### src/snake_config.svh
`ifndef SNAKE_CONFIG_SVH
`define SNAKE_CONFIG_SVH

// field size in cells, the outer ring of which is the border.
`define GRID_W 16
`define GRID_H 12

// number of snake segments, head included.
`define SNAKE_LEN 4

// head cell after reset; the body trails to the left of it.
`define START_X 8
`define START_Y 6

// apple cell after reset.
`define START_APPLE_X 3
`define START_APPLE_Y 3

`endif

### src/grid_pkg.sv
package grid_pkg;

    // one cell coordinate, x or y.
    typedef logic [3:0] coord_t;

    // object codes as stored in the display memory.
    typedef enum logic [2:0] {
        blank      = 3'd0,
        snake_head = 3'd1,
        snake_body = 3'd2,
        apple_c    = 3'd3,
        border_c   = 3'd4
    } obj_code_t;

    typedef enum logic [1:0] {
        right,
        down,
        left,
        up
    } dir_t;

    // one changed cell as reported by the tracker.
    typedef struct packed {
        coord_t    x;
        coord_t    y;
        obj_code_t code;
    } cell_update_t;

endpackage

### src/bus_pkg.sv
package bus_pkg;

    localparam int WB_ADR_W = 8;
    localparam int WB_DAT_W = 8;

    // display address is y * GRID_W + x.
    typedef logic [WB_ADR_W-1:0] wb_adr_t;
    typedef logic [WB_DAT_W-1:0] wb_dat_t;

    typedef struct packed {
        logic    cyc;
        logic    stb;
        logic    we;
        wb_adr_t adr;
        wb_dat_t dat;
    } wb_req_t;

    typedef struct packed {
        logic ack;
    } wb_rsp_t;

endpackage

### src/snake_state.sv
`timescale 1ns/1ps
`include "snake_config.svh"

module snake_state (
    input  logic              clk,
    input  logic              nrst,
    input  grid_pkg::dir_t    dir,
    input  logic              step,
    input  logic              apple_load,
    input  grid_pkg::coord_t  apple_pos_x,
    input  grid_pkg::coord_t  apple_pos_y,
    input  grid_pkg::coord_t  cell_x,
    input  grid_pkg::coord_t  cell_y,
    output logic              body,
    output logic              head,
    output logic              apple,
    output logic              border,
    output logic              game_over
);

    import grid_pkg::*;

    localparam coord_t X_MAX = coord_t'(`GRID_W - 1);
    localparam coord_t Y_MAX = coord_t'(`GRID_H - 1);

    // segment 0 is the head, the last entry is the tail.
    coord_t seg_x [`SNAKE_LEN];
    coord_t seg_y [`SNAKE_LEN];
    coord_t apple_x;
    coord_t apple_y;
    coord_t next_x;
    coord_t next_y;
    logic   next_on_ring;

    always_comb begin
        next_x = seg_x[0];
        next_y = seg_y[0];
        case (dir)
            right:   next_x = seg_x[0] + 4'd1;
            down:    next_y = seg_y[0] + 4'd1;
            left:    next_x = seg_x[0] - 4'd1;
            default: next_y = seg_y[0] - 4'd1;
        endcase
    end

    assign next_on_ring = (next_x == '0) || (next_x == X_MAX) ||
                          (next_y == '0) || (next_y == Y_MAX);

    // a step into the ring freezes the snake for good.
    always_ff @(posedge clk, negedge nrst) begin
        if (!nrst) begin
            for (int i = 0; i < `SNAKE_LEN; i++) begin
                seg_x[i] <= coord_t'(`START_X - i);
                seg_y[i] <= coord_t'(`START_Y);
            end
            game_over <= 1'b0;
        end else if (step && !game_over) begin
            if (next_on_ring) begin
                game_over <= 1'b1;
            end else begin
                seg_x[0] <= next_x;
                seg_y[0] <= next_y;
                for (int i = 1; i < `SNAKE_LEN; i++) begin
                    seg_x[i] <= seg_x[i-1];
                    seg_y[i] <= seg_y[i-1];
                end
            end
        end
    end

    always_ff @(posedge clk, negedge nrst) begin
        if (!nrst) begin
            apple_x <= coord_t'(`START_APPLE_X);
            apple_y <= coord_t'(`START_APPLE_Y);
        end else if (apple_load) begin
            apple_x <= apple_pos_x;
            apple_y <= apple_pos_y;
        end
    end

    // lookups for the cell the tracker is visiting.
    always_comb begin
        body = 1'b0;
        for (int i = 1; i < `SNAKE_LEN; i++) begin
            if (seg_x[i] == cell_x && seg_y[i] == cell_y) begin
                body = 1'b1;
            end
        end
    end

    assign head   = (seg_x[0] == cell_x) && (seg_y[0] == cell_y);
    assign apple  = (apple_x == cell_x) && (apple_y == cell_y);
    assign border = (cell_x == '0) || (cell_x == X_MAX) ||
                    (cell_y == '0) || (cell_y == Y_MAX);

endmodule

### src/frame_tracker.sv
`timescale 1ns/1ps
`include "snake_config.svh"

module frame_tracker (
    input  logic                    clk,
    input  logic                    nrst,
    input  logic                    body,
    input  logic                    head,
    input  logic                    apple,
    input  logic                    border,
    input  logic                    enable,
    output grid_pkg::coord_t        cell_x,
    output grid_pkg::coord_t        cell_y,
    output logic                    diff,
    output logic                    wrap,
    output grid_pkg::cell_update_t  update
);

    import grid_pkg::*;

    localparam coord_t X_MAX = coord_t'(`GRID_W - 1);
    localparam coord_t Y_MAX = coord_t'(`GRID_H - 1);

    // what the display memory holds after all reported writes.
    obj_code_t shadow [`GRID_W][`GRID_H];
    obj_code_t cur_code;
    obj_code_t want;
    logic      on_ring;
    logic      at_last;
    logic      changed;

    assign cur_code = shadow[cell_x][cell_y];
    assign on_ring  = (cell_x == '0) || (cell_x == X_MAX) ||
                      (cell_y == '0) || (cell_y == Y_MAX);
    assign at_last  = (cell_x == X_MAX) && (cell_y == Y_MAX);

    // ring cells only ever turn into border; inside, body wins over head.
    always_comb begin
        if (on_ring) begin
            want = border ? border_c : cur_code;
        end else if (body) begin
            want = snake_body;
        end else if (head) begin
            want = snake_head;
        end else if (apple) begin
            want = apple_c;
        end else begin
            want = blank;
        end
    end

    assign changed = (want != cur_code);

    always_ff @(posedge clk, negedge nrst) begin
        if (!nrst) begin
            cell_x <= '0;
            cell_y <= '0;
            diff   <= 1'b0;
            wrap   <= 1'b0;
            for (int i = 0; i < `GRID_W; i++) begin
                for (int j = 0; j < `GRID_H; j++) begin
                    shadow[i][j] <= blank;
                end
            end
        end else begin
            // diff and wrap are single-cycle pulses.
            diff <= enable && changed;
            wrap <= enable && at_last;
            if (enable) begin
                if (cell_x == X_MAX) begin
                    cell_x <= '0;
                    cell_y <= (cell_y == Y_MAX) ? coord_t'(0) : cell_y + 4'd1;
                end else begin
                    cell_x <= cell_x + 4'd1;
                end
                if (changed) begin
                    shadow[cell_x][cell_y] <= want;
                end
            end
        end
    end

    always_ff @(posedge clk) begin
        if (enable && changed) begin
            update <= '{x: cell_x, y: cell_y, code: want};
        end
    end

endmodule

### src/diff_writer.sv
`timescale 1ns/1ps
`include "snake_config.svh"

module diff_writer (
    input  logic                    clk,
    input  logic                    nrst,
    input  logic                    diff,
    input  grid_pkg::cell_update_t  update,
    output logic                    busy,
    output bus_pkg::wb_req_t        wb_req,
    input  bus_pkg::wb_rsp_t        wb_rsp
);

    import bus_pkg::*;

    typedef enum logic {
        idle,
        write
    } wr_state_t;

    wr_state_t state;
    wb_adr_t   adr_q;
    wb_dat_t   dat_q;
    logic      open;

    always_ff @(posedge clk, negedge nrst) begin
        if (!nrst) begin
            state <= idle;
        end else begin
            case (state)
                idle:    if (diff) state <= write;
                default: if (wb_rsp.ack) state <= idle;
            endcase
        end
    end

    // address and data are captured as the cycle opens.
    always_ff @(posedge clk) begin
        if (state == idle && diff) begin
            adr_q <= wb_adr_t'(update.y * `GRID_W + update.x);
            dat_q <= wb_dat_t'(update.code);
        end
    end

    assign open = (state == write);

    // the tracker must not move on while a change is pending or in flight.
    assign busy = diff || open;

    assign wb_req = '{cyc: open, stb: open, we: 1'b1, adr: adr_q, dat: dat_q};

endmodule

### src/snake_top.sv
`timescale 1ns/1ps

module snake_top (
    input  logic               clk,
    input  logic               nrst,
    input  logic               scan,
    input  logic               step,
    input  logic               apple_load,
    input  grid_pkg::dir_t     dir,
    input  grid_pkg::coord_t   apple_pos_x,
    input  grid_pkg::coord_t   apple_pos_y,
    output bus_pkg::wb_req_t   wb_req,
    input  bus_pkg::wb_rsp_t   wb_rsp,
    output logic               wrap,
    output logic               game_over
);

    import grid_pkg::*;

    coord_t       cell_x;
    coord_t       cell_y;
    cell_update_t update;
    logic         body;
    logic         head;
    logic         apple;
    logic         border;
    logic         diff;
    logic         busy;
    logic         enable;

    // a slow bus slave stalls the sweep through busy.
    assign enable = scan && !busy;

    snake_state u_state (
        .clk(clk), .nrst(nrst), .dir(dir), .step(step), .apple_load(apple_load),
        .apple_pos_x(apple_pos_x), .apple_pos_y(apple_pos_y),
        .cell_x(cell_x), .cell_y(cell_y), .body(body), .head(head),
        .apple(apple), .border(border), .game_over(game_over)
    );

    frame_tracker u_tracker (
        .clk(clk), .nrst(nrst), .body(body), .head(head), .apple(apple),
        .border(border), .enable(enable), .cell_x(cell_x), .cell_y(cell_y),
        .diff(diff), .wrap(wrap), .update(update)
    );

    diff_writer u_writer (
        .clk(clk), .nrst(nrst), .diff(diff), .update(update), .busy(busy),
        .wb_req(wb_req), .wb_rsp(wb_rsp)
    );

endmodule

### config.mk
export PLATFORM = sky130hd
export DESIGN_NAME = snake_top
export DESIGN_NICKNAME = d
export VERILOG_FILES = /design/src/grid_pkg.sv /design/src/bus_pkg.sv /design/src/snake_state.sv /design/src/frame_tracker.sv /design/src/diff_writer.sv /design/src/snake_top.sv
export VERILOG_INCLUDE_DIRS = /design/src
export SDC_FILE = /design/constraint.sdc
export NUM_CORES = 1
export LEC_CHECK = 0
export BUFFER_PORTS_ARGS = -buffer_cell sky130_fd_sc_hd__buf_4
export CAP_MARGIN = 30
export CORE_MARGIN = 2
export CORE_UTILIZATION = 25
export DETAILED_ROUTE_END_ITERATION = 10
export GPL_ROUTABILITY_DRIVEN = 0
export GPL_TIMING_DRIVEN = 0
export HOLD_SLACK_MARGIN = 0.08
export PLACE_DENSITY = 0.41
export SYNTH_ARGS = -nofsm -noshare
export SYNTH_HDL_FRONTEND = slang
export SYNTH_SLANG_ARGS = --single-unit
export TNS_END_PERCENT = 10
### constraint.sdc
create_clock -name clk -period 10.3 [get_ports clk]
set_clock_uncertainty 0.2 [all_clocks]
set_input_delay 0 -clock clk [delete_from_list [all_inputs] [get_ports clk]]
set_output_delay 0 -clock clk [all_outputs]
set_load 0.02 [all_outputs]
# ---- Word level (Yosys, flattened, before mapping)
# Cells that the tools add are included.
dict set report totals {
  ff_bits 650
  inputBits 16
  output_inout_bits 21
  wordCells 302
}
dict set report classes {
  n_addsub 7
  order_cmp 4
  eq_ne 17
  n_mux 25
  bitwise_logic 4
  n_reduce_logical 32
}
# operator count
set ops {}
lappend ops {{$bwmux 576} 1}
lappend ops {{$bmux 36 s4} 1}
lappend ops {{$demux 36 s4} 1}
lappend ops {{$mux 36} 3}
lappend ops {{$eq 4x4->1} 10}
lappend ops {{$mux 3} 6}
lappend ops {{$add 4x1->4 const B} 4}
lappend ops {{$eq 4x4->1 const B} 4}
lappend ops {{$logic_not 4->1} 4}
lappend ops {{$pmux 4 s2} 2}
lappend ops {{$logic_and 1x1->1} 13}
lappend ops {{$bmux 3 s4} 1}
lappend ops {{$demux 3 s4} 1}
lappend ops {{$ge 5x5->1 const B} 2}
lappend ops {{$lt 5x1->1 const B} 2}
lappend ops {{$not 4->5} 2}
lappend ops {{$add 8x4->8} 1}
lappend ops {{$mux 4} 2}
lappend ops {{$reduce_and 2->1} 4}
lappend ops {{$sub 4x1->4 const B} 2}
lappend ops {{$logic_or 1x1->1} 7}
lappend ops {{$mux 1} 6}
lappend ops {{$ne 3x3->1} 1}
lappend ops {{$eq 2x1->1 const B} 1}
lappend ops {{other kinds (6)} 8}

# ---- Longest topological paths before layout
# Gate-level depths: netlist (run 1).
dict set report depth {
  ltp_word 9
  mapped_depth 21
  ltp_nobuf 13
}

# ---- Cells and area by module
# A second synthesis (run 1) with hierarchy kept.
dict set report unflattened {
  hier_cells 2411
  hier_area_um2 31431.4
}
# module instances cells_per_inst area_per_inst_um2 seq_area_each_um2
set modules_own_cells {}
lappend modules_own_cells {frame_tracker 1 2165 28388.5 14994.4}
lappend modules_own_cells {snake_state 1 220 2583.7 1051.0}
lappend modules_own_cells {diff_writer 1 25 445.4 355.3}
lappend modules_own_cells {snake_top 1 1 13.8 0.0}

# ---- Least setup slack after synthesis (run 1)
# No wires, ideal clock.
dict set report synth_timing {
  kind {reg2reg}
  startpoint {reg u_tracker.cell_x[1]}
  endpoint {reg u_tracker.update[0] (netlist name)}
  setup_time_ns 0.352
  arrival_ns 4.189
  t_required_ns 9.748
  slack_ns 5.559
  path_stages_with_launch 21
  path_buffers 10
  period_less_slack_ns 4.741
  cell_sequence {dfrtp_1 buf_6 buf_6 buf_6 buf_4 buf_2 inv_1 ha_1 clkbuf_1 a22oi_1 and3_1 buf_2 inv_2 a211oi_1 nor3_1 o32ai_2 buf_2 or2_1 buf_4 buf_2 and2_1}
}
dict set report synth_between {
  elab_chain_len 9
  word_cells_on_any_way 31
  cone_classes {eq/ne: 7; mux: 13; bitwise: 1; reduce/logical: 10}
}
# element line
set synth_rtl {}
lappend synth_rtl {{start, declared} frame_tracker.sv:12} ;# output grid_pkg::coord_t cell_x,
lappend synth_rtl {{start signal, assigned} frame_tracker.sv:74} ;# cell_x <= cell_x + 4'd1;
lappend synth_rtl {{$not 4->5 (implied by the code) or $eq 4x4->1 (tied branches)} {frame_tracker.sv:32, snake_state.sv:85}}
lappend synth_rtl {{$bmux 36 s4 or $logic_and 1x1->1 (tied branches)} {frame_tracker.sv:32, snake_state.sv:85}}
lappend synth_rtl {{$mux 36 (implied by the code) or $mux 1 (tied branches) (2 in a row)} {frame_tracker.sv:32, snake_state.sv:85}}
lappend synth_rtl {{$bmux 3 s4 or $mux 1 (tied branches)} {frame_tracker.sv:32, snake_state.sv:85}}
lappend synth_rtl {{$mux 3, on equally long branches} {frame_tracker.sv:32, frame_tracker.sv:41}}
lappend synth_rtl {{$mux 3, on equally long branches} {frame_tracker.sv:32, frame_tracker.sv:39}}
lappend synth_rtl {{$ne 3x3->1 *} frame_tracker.sv:52} ;# assign changed = (want != cur_code);
lappend synth_rtl {{$logic_and 1x1->1 *} frame_tracker.sv:84} ;# if (enable && changed) begin
# Every way passes the cells marked *; elsewhere a longest branch is shown, timed or not. The select of a mux whose other input is x is not followed.
# A chain may end at the register's enable or synchronous reset.

# ---- Final worst setup path (run 1)
dict set report layout_timing {
  startpoint {reg u_tracker.cell_x[1]}
  endpoint {reg u_tracker.update[5] (netlist name)}
}
dict set report layout_between {
  elab_chain_len 9
  word_cells_on_any_way 31
  cone_classes {eq/ne: 7; mux: 13; bitwise: 1; reduce/logical: 10}
}
# element line
set layout_rtl {}
lappend layout_rtl {{$not 4->5 (implied by the code) or $eq 4x4->1 (tied branches)} {frame_tracker.sv:32, snake_state.sv:85}}
lappend layout_rtl {{$bmux 36 s4 or $logic_and 1x1->1 (tied branches)} {frame_tracker.sv:32, snake_state.sv:85}}
lappend layout_rtl {{$mux 36 (implied by the code) or $mux 1 (tied branches) (2 in a row)} {frame_tracker.sv:32, snake_state.sv:85}}
lappend layout_rtl {{$bmux 3 s4 or $mux 1 (tied branches)} {frame_tracker.sv:32, snake_state.sv:85}}
lappend layout_rtl {{$mux 3, on equally long branches} {frame_tracker.sv:32, frame_tracker.sv:41}}
lappend layout_rtl {{$mux 3, on equally long branches} {frame_tracker.sv:32, frame_tracker.sv:39}}
lappend layout_rtl {{$ne 3x3->1 *} frame_tracker.sv:52}
lappend layout_rtl {{$logic_and 1x1->1 *} frame_tracker.sv:84}
# Marks and branches as above.

==> results.yml, run 1 <==
outcome:
  status: "completed"
power_and_ir_drop:
  pwr-share-clk: 0.266
  power-per-cell-area_mw_per_mm2: 291
  p_leak_nw: 16.8
  p_sw_mw: 5.76
  power_frac_comb: 0.494
  fin_total_pwr_mw: 11.3
  vdd_drop_max_v: 0.000320
  swShare: 0.508
  seqPwrFrac: 0.241
  p_int_mw: 5.57
sta:
  fmax_mhz: 129
  drv_slew: 0
  finalHoldViolCount: 0
  worst_pin_slew_ps: 1110
  slew_headroom: 0.257
  period_share: 0.750
  tns_ps: 0
  finalSetupViolCount: 0
  rsz0062_at_grt: "false"
  fin_ws_ps: 2580
  period_needed_ps: 7720
  hold-worst-slack_ps: 185
worst_setup_path:
  path_delay_family: "buffers and inverters"
  start_kind: "register"
  crit_chain: "buf_6 > buf_6 > buf_6 > buf_4 > buf_2 > inv_1 > ha_1 > clkbuf_1 > a22oi_1 > and3_1 > buf_2 > inv_2 > a211oi_2 > buf_4 > nor3_1 > o32ai_2 > buf_2 > or2_1 > buf_4 > buf_2 > and2_1"
  path_buf_inv: 13
  cpMostUsedCell: "buf_2"
  worstPathArrival_ps: 7790
  r2r-start: "u_tracker.cell_x[1]"
  crit_type: "register to register"
  crit_required_ps: 10370
  end_kind: "register"
  critPathMaxFanout: 12
  startpoint: "u_tracker.cell_x[1]"
  crit_path_top_delay_cell: "buf_2"
  max_stage_delay_ps: 690
finish:
  syn_to_final_growth_pct: 18.5
  final_common_cell: "dfrtp_1"
  nNetsFinal: 2982
  drive_above_1_share: 0.239
  num-fill-cells: 13500
  final_cell_mix: "dfrtp_1 (608), mux2_2 (226), clkbuf_1 (188)"
  finalNonFillerCells: 4774
routing:
  vias_per_cell: 5.31
  routedWlPerCell_um: 31.2
  drt-initial-drc-count: 3015
  dr.pass1.iters: 6
  route.detailed.drc: 0
  wl_mm: 149
  ant_nets: 0
  vias: 25400
flow_run:
  maxCapViolations: 0
yosys:
  ys_seq_elements: 650
  synth_flop_cell: "dfrtp_1"
  synthMuxAreaShare: 0.191
  synth_top_family_by_area: "multiplexers"
  syn-cell-area_mm2: 0.0329
  synth_seq_area_share: 0.499
  synth_top_area_cell: "dfrtp_1"
  synth_top_area_frac: 0.463
  synthSimpleGateAreaFrac: 0.0761
  synth-adder-area-share: 0.00479
  synth.distinct_cells: 78
  ys_warn_count: 0
  syn_inst: 2771
  synth_enable_flop_cells: 22
  async_flop_share: 0.966
  synth-compound-area-share: 0.160
  post_synth.cell_area_avg_um2: 11.9
  synth.area.top_cells: "dfrtp_1 (46%), mux4_2 (9.6%), mux2_2 (7.7%)"
  synth-xor-area-share: 0.0141
floorplanning:
  die_h_um: 367
  die-area_mm2: 0.134
  core-area_mm2: 0.131
  rows: 133
  boundaryPins: 37
  dieWidth_um: 367
  start_util: 0.251
clocking:
  clk-insertion-delay-late_ps: 670
  cts-root-buf: "clkbuf_16"
  cts_made_buffers: 80
  htree_levels: 3
  post_cts_buffers: 0
  cts_tree: "yes"
  clk_path_buf_depth: 3
  clk_pin_slew_ps: 50
  cts_resized: 0
  clock-sinks: 650
  hold_buffers: 35
placed_design:
  placed_cells: 4590
  io_buffer_count: 29
  dp_slack_ps: 2700
  hpwlAfterDp_mm: 107
grt:
  overflow: 0
  grt_use_total: 0.219
  grt_first_pass_wirelength_mm: 208
  antenna_found_initial: 2
  grt_pass1_vias: 25500
  grt_max_degree: 108
hold_path:
  holdCritStartpoint: "apple_load"
  min_path_type: "primary input to register"
synth_stat cells (10+ instances only):
master / number
buf_4: 27
ha_1: 11
buf_1: 10
and3_1: 33
buf_2: 43
o31ai_1: 119
mux4_2: 140
o21ai_1: 80
and2_1: 75
edfxtp_1: 22
buf_6: 18
nand2_1: 181
o31a_1: 14
nor4_1: 10
mux2_2: 226
o21ai_0: 34
nor2b_1: 11
o21a_1: 91
a21oi_1: 17
a22o_1: 66
o21ai_2: 40
dfrtp_1: 608
o221ai_1: 116
xor2_1: 43
a22oi_1: 21
mux2_1: 36
nand3_1: 31
inv_1: 122
o21bai_1: 45
nor2_1: 165
clkbuf_1: 168
mux2i_1: 19
dfstp_2: 20
layer usage:
metal,wire (um),track usage
met4,6860,0.0860
met3,10300,0.0409
met2,64600,0.328
met5,13,0
met1,67000,0.310
registers in the layout, summed over array words and instances (netlist names):
| name | flops |
|---|---|
| u_writer.dat_q | 3 |
| u_tracker.cell_x | 4 |
| u_state.game_over | 1 |
| u_tracker.diff | 1 |
| u_state.seg_x | 16 |
| u_state.seg_y | 16 |
| u_state.apple_x | 4 |
| u_tracker.update | 11 |
| u_tracker.cell_y | 4 |
| u_state.apple_y | 4 |
| u_tracker.shadow | 576 |
| u_writer.adr_q | 8 |
| u_writer.open | 1 |
| u_tracker.wrap | 1 |
tightest hold or removal path, stage by stage:
cell and delay (ps):
clkbuf_1 200, mux2_2 280, dlygate4sd3_1 530
final timing paths:
kind | endpoint | slack (ps) | cells past startpoint
max | u_tracker.update[5] | 2580 | 21
min | u_state.apple_y[0] | 180 | 3
max reg2reg | u_tracker.update[5] | 2580 | 21
min reg2reg | u_writer.adr_q[6] | 220 | 0
max in group asynchronous | u_tracker.shadow[232] | 8070 | 6
min in group asynchronous | u_tracker.shadow[321] | 420 | 4
cell type report:
class | instances | area (um^2) | share of cell area
diodes | 1 | 2.50 | 0.0000642
plain buffers | 271 | 1310 | 0.0337
clock buffers | 124 | 2470 | 0.0635
clock inverters | 22 | 278 | 0.00713
inverters | 126 | 473 | 0.0121
multi-input cells | 1728 | 14700 | 0.378
flip-flops and latches | 650 | 16400 | 0.421
well taps | 1755 | 2200 | 0.0563
repair buffers | 97 | 1120 | 0.0287
logic make-up after synthesis:
| logic type | Yosys count |
|---|---|
| buf+inv | 397 |
| xor+xnor | 52 |
| mux | 421 |
| compound gates | 695 |
| fa+ha+maj | 12 |
| other cells | 2 |
| simple gates | 542 |
| flops | 650 |
power by group through the flow:
stage / logic (mW) / registers (mW) / clock network [mW]
6_report: 5.60 / 2.73 / 3.01
5_1_grt: 5.71 / 2.73 / 3.15
4_1_cts: 5.44 / 2.72 / 3.05
3_5_place_dp: 5.41 / 2.77 / 0
3_3_place_gp: 5.33 / 2.77 / 0
2_1_floorplan: 2.78 / 2.76 / 0
metrics by stage:
step	util	instance area, um^2
after global placement	0.270	35300
final	0.298	39000
after CTS	0.297	38900
after detailed placement	0.274	35800
after floorplan	-	32900
after global routing	0.298	39000
(Power assumes the default switching activity.)
==> inputs of run 2 (changes only) <==
--- a/config.mk
+++ b/config.mk
@@ -14,7 +14,7 @@
 export GPL_ROUTABILITY_DRIVEN = 0
 export GPL_TIMING_DRIVEN = 0
 export HOLD_SLACK_MARGIN = 0.08
-export PLACE_DENSITY = 0.41
+export PLACE_DENSITY = 0.43
 export SYNTH_ARGS = -nofsm -noshare
 export SYNTH_HDL_FRONTEND = slang
 export SYNTH_SLANG_ARGS = --single-unit
==> constraint.sdc (replaced) <==
create_clock -name clk -period 6.6 [get_ports clk]
set_clock_uncertainty 0.2 [all_clocks]
set_input_delay 0 -clock clk [delete_from_list [all_inputs] [get_ports clk]]
set_output_delay 0 -clock clk [all_outputs]
set_load 0.02 [all_outputs]
==> run 2 against run 1 <==
Total power grew 54%. Hold slack is essentially flat. Critical path depth decreased by 7. Count of clock-buffer cells in the layout decreased by 1. Sequential power rose by 56%. Sequential cell count unchanged. Fmax grew 19%. Worst setup slack got worse by 2500 ps. Final area shrank 0.38%. Critical path type unchanged. Critical endpoint is now u_tracker.shadow[100]. Largest cell class unchanged.
==> results.yml, run 2 (same netlist as run 1, synthesis figures left out) <==
sta:
  period_share: 0.986
  worst_pin_slew_ps: 1110
  hold-worst-slack_ps: 185
  period_needed_ps: 6510
  fmax_mhz: 154
  fin_ws_ps: 93.0
  drv_slew: 0
  slew_headroom: 0.260
  finalHoldViolCount: 0
  rsz0062_at_grt: "false"
  finalSetupViolCount: 0
floorplanning:
  dieWidth_um: 367
  rows: 133
  start_util: 0.251
  boundaryPins: 37
  die_h_um: 367
  die-area_mm2: 0.134
  core-area_mm2: 0.131
finish:
  final_cell_mix: "dfrtp_1 (608), mux2_2 (226), clkbuf_1 (183)"
  syn_to_final_growth_pct: 18.1
  reg_top3: "u_tracker.shadow (576), u_state.seg_x (16), u_state.seg_y (16)"
  largest_reg_flops: 576
  regMostFlops: "u_tracker.shadow"
  nNetsFinal: 2970
  drive_above_1_share: 0.238
  final_common_cell: "dfrtp_1"
routing:
  ant_nets: 0
  route.detailed.drc: 0
  vias: 25400
  routedWlPerCell_um: 30.5
  vias_per_cell: 5.33
  wl_mm: 145
  drt-initial-drc-count: 3062
  dr.pass1.iters: 6
outcome:
  status: "completed"
grt:
  antenna_found_initial: 3
  grt_use_total: 0.213
  overflow: 0
  grt_first_pass_wirelength_mm: 204
  grt_max_degree: 109
  grt_pass1_vias: 25500
power_and_ir_drop:
  fin_total_pwr_mw: 17.5
  p_leak_nw: 16.7
  power-per-cell-area_mw_per_mm2: 451
  vdd_drop_max_v: 0.000554
placed_design:
  io_buffer_count: 29
  dp_slack_ps: -927
  hpwlAfterDp_mm: 105
worst_setup_path:
  critPathMaxFanout: 11
  end_kind: "register"
  start_kind: "register"
  crit_required_ps: 6980
  crit_type: "register to register"
  worstPathArrival_ps: 6890
clocking:
  htree_levels: 3
  clock-sinks: 650
  clk_pin_slew_ps: 60
  clk_path_buf_depth: 3
  cts-root-buf: "clkbuf_16"
  cts_made_buffers: 78
  clk-insertion-delay-late_ps: 660
  cts_tree: "yes"
flow_run:
  maxCapViolations: 0
hold_path:
  min_path_type: "primary input to register"
==> run 2: metal layers <==
layer,global-route usage,wire length (um),share of wire
met1,0.294,63100,0.44
met2,0.321,63500,0.44
met3,0.0490,11500,0.080
met4,0.0886,6840,0.047
met5,0,0,0
==> run 2: worst max-delay path, cell delays in order, from the launching register on <==
cell      delay (ps)
dfrtp_1          630
buf_1            460
buf_8            210
clkinv_1         370
clkbuf_1         470
ha_1             430
nand2_1          280
and3_1           210
buf_2            320
inv_2            230
nor2_1           490
buf_6            240
clkbuf_1         760
clkbuf_1         820
mux2_2           300
==> run 2: cell type report <==
type / count / area [um^2]
Multi-Input combinational cell: 1728 / 14700
Clock inverter: 20 / 302
Tap cell: 1755 / 2200
Sequential cell: 650 / 16400
Antenna cell: 2 / 5.00
Fill cell: 13500 / 92100
Inverter: 126 / 473
Buffer: 268 / 1310
Clock buffer: 123 / 2400
Timing Repair Buffer: 90 / 1020
==> run 2: path summary, 6_finish.rpt <==
| kind | slack [ps] | endpoint | cells past startpoint | start |
|---|---|---|---|---|
| min in group asynchronous | 320 | u_tracker.shadow[393] | 4 | nrst |
| hold / removal | 180 | u_state.apple_x[3] | 3 | apple_load |
| setup / recovery | 90 | u_tracker.shadow[100] | 14 | u_tracker.cell_y[0] |
| setup reg to reg | 90 | u_tracker.shadow[100] | 14 | u_tracker.cell_y[0] |
| max in group asynchronous | 4350 | u_tracker.shadow[489] | 6 | nrst |
| hold reg to reg | 220 | u_writer.adr_q[0] | 0 | u_tracker.update[7] |
==> run 2: through the flow <==
step           utilization   TNS, ps  instances  instance area, um^2
6_report             0.296         0       4762                38800
5_1_grt              0.296         0       4760                38800
4_1_cts              0.296         0       4760                38800
3_5_place_dp         0.273   -175700       4583                35700
3_3_place_gp         0.270  -2301350       4559                35300
2_1_floorplan            -         0       2775                32900
==> run 2: where the power goes <==
group          switching (mW)  total, mW  internal, mW  leakage [nW]
clock                    1.84       4.61          2.77          1.33
combinational            6.92       8.64          1.71          7.12
sequential             0.0861       4.25          4.16          8.27
==> run 2: what timing repair did <==
action                                  4_1_cts  5_1_grt
hold buffers                                 36        0
gates resized for setup                       8        1
endpoints found under the hold margin       362        0
endpoints found under the setup margin      545      202
setup buffers                                 0        0
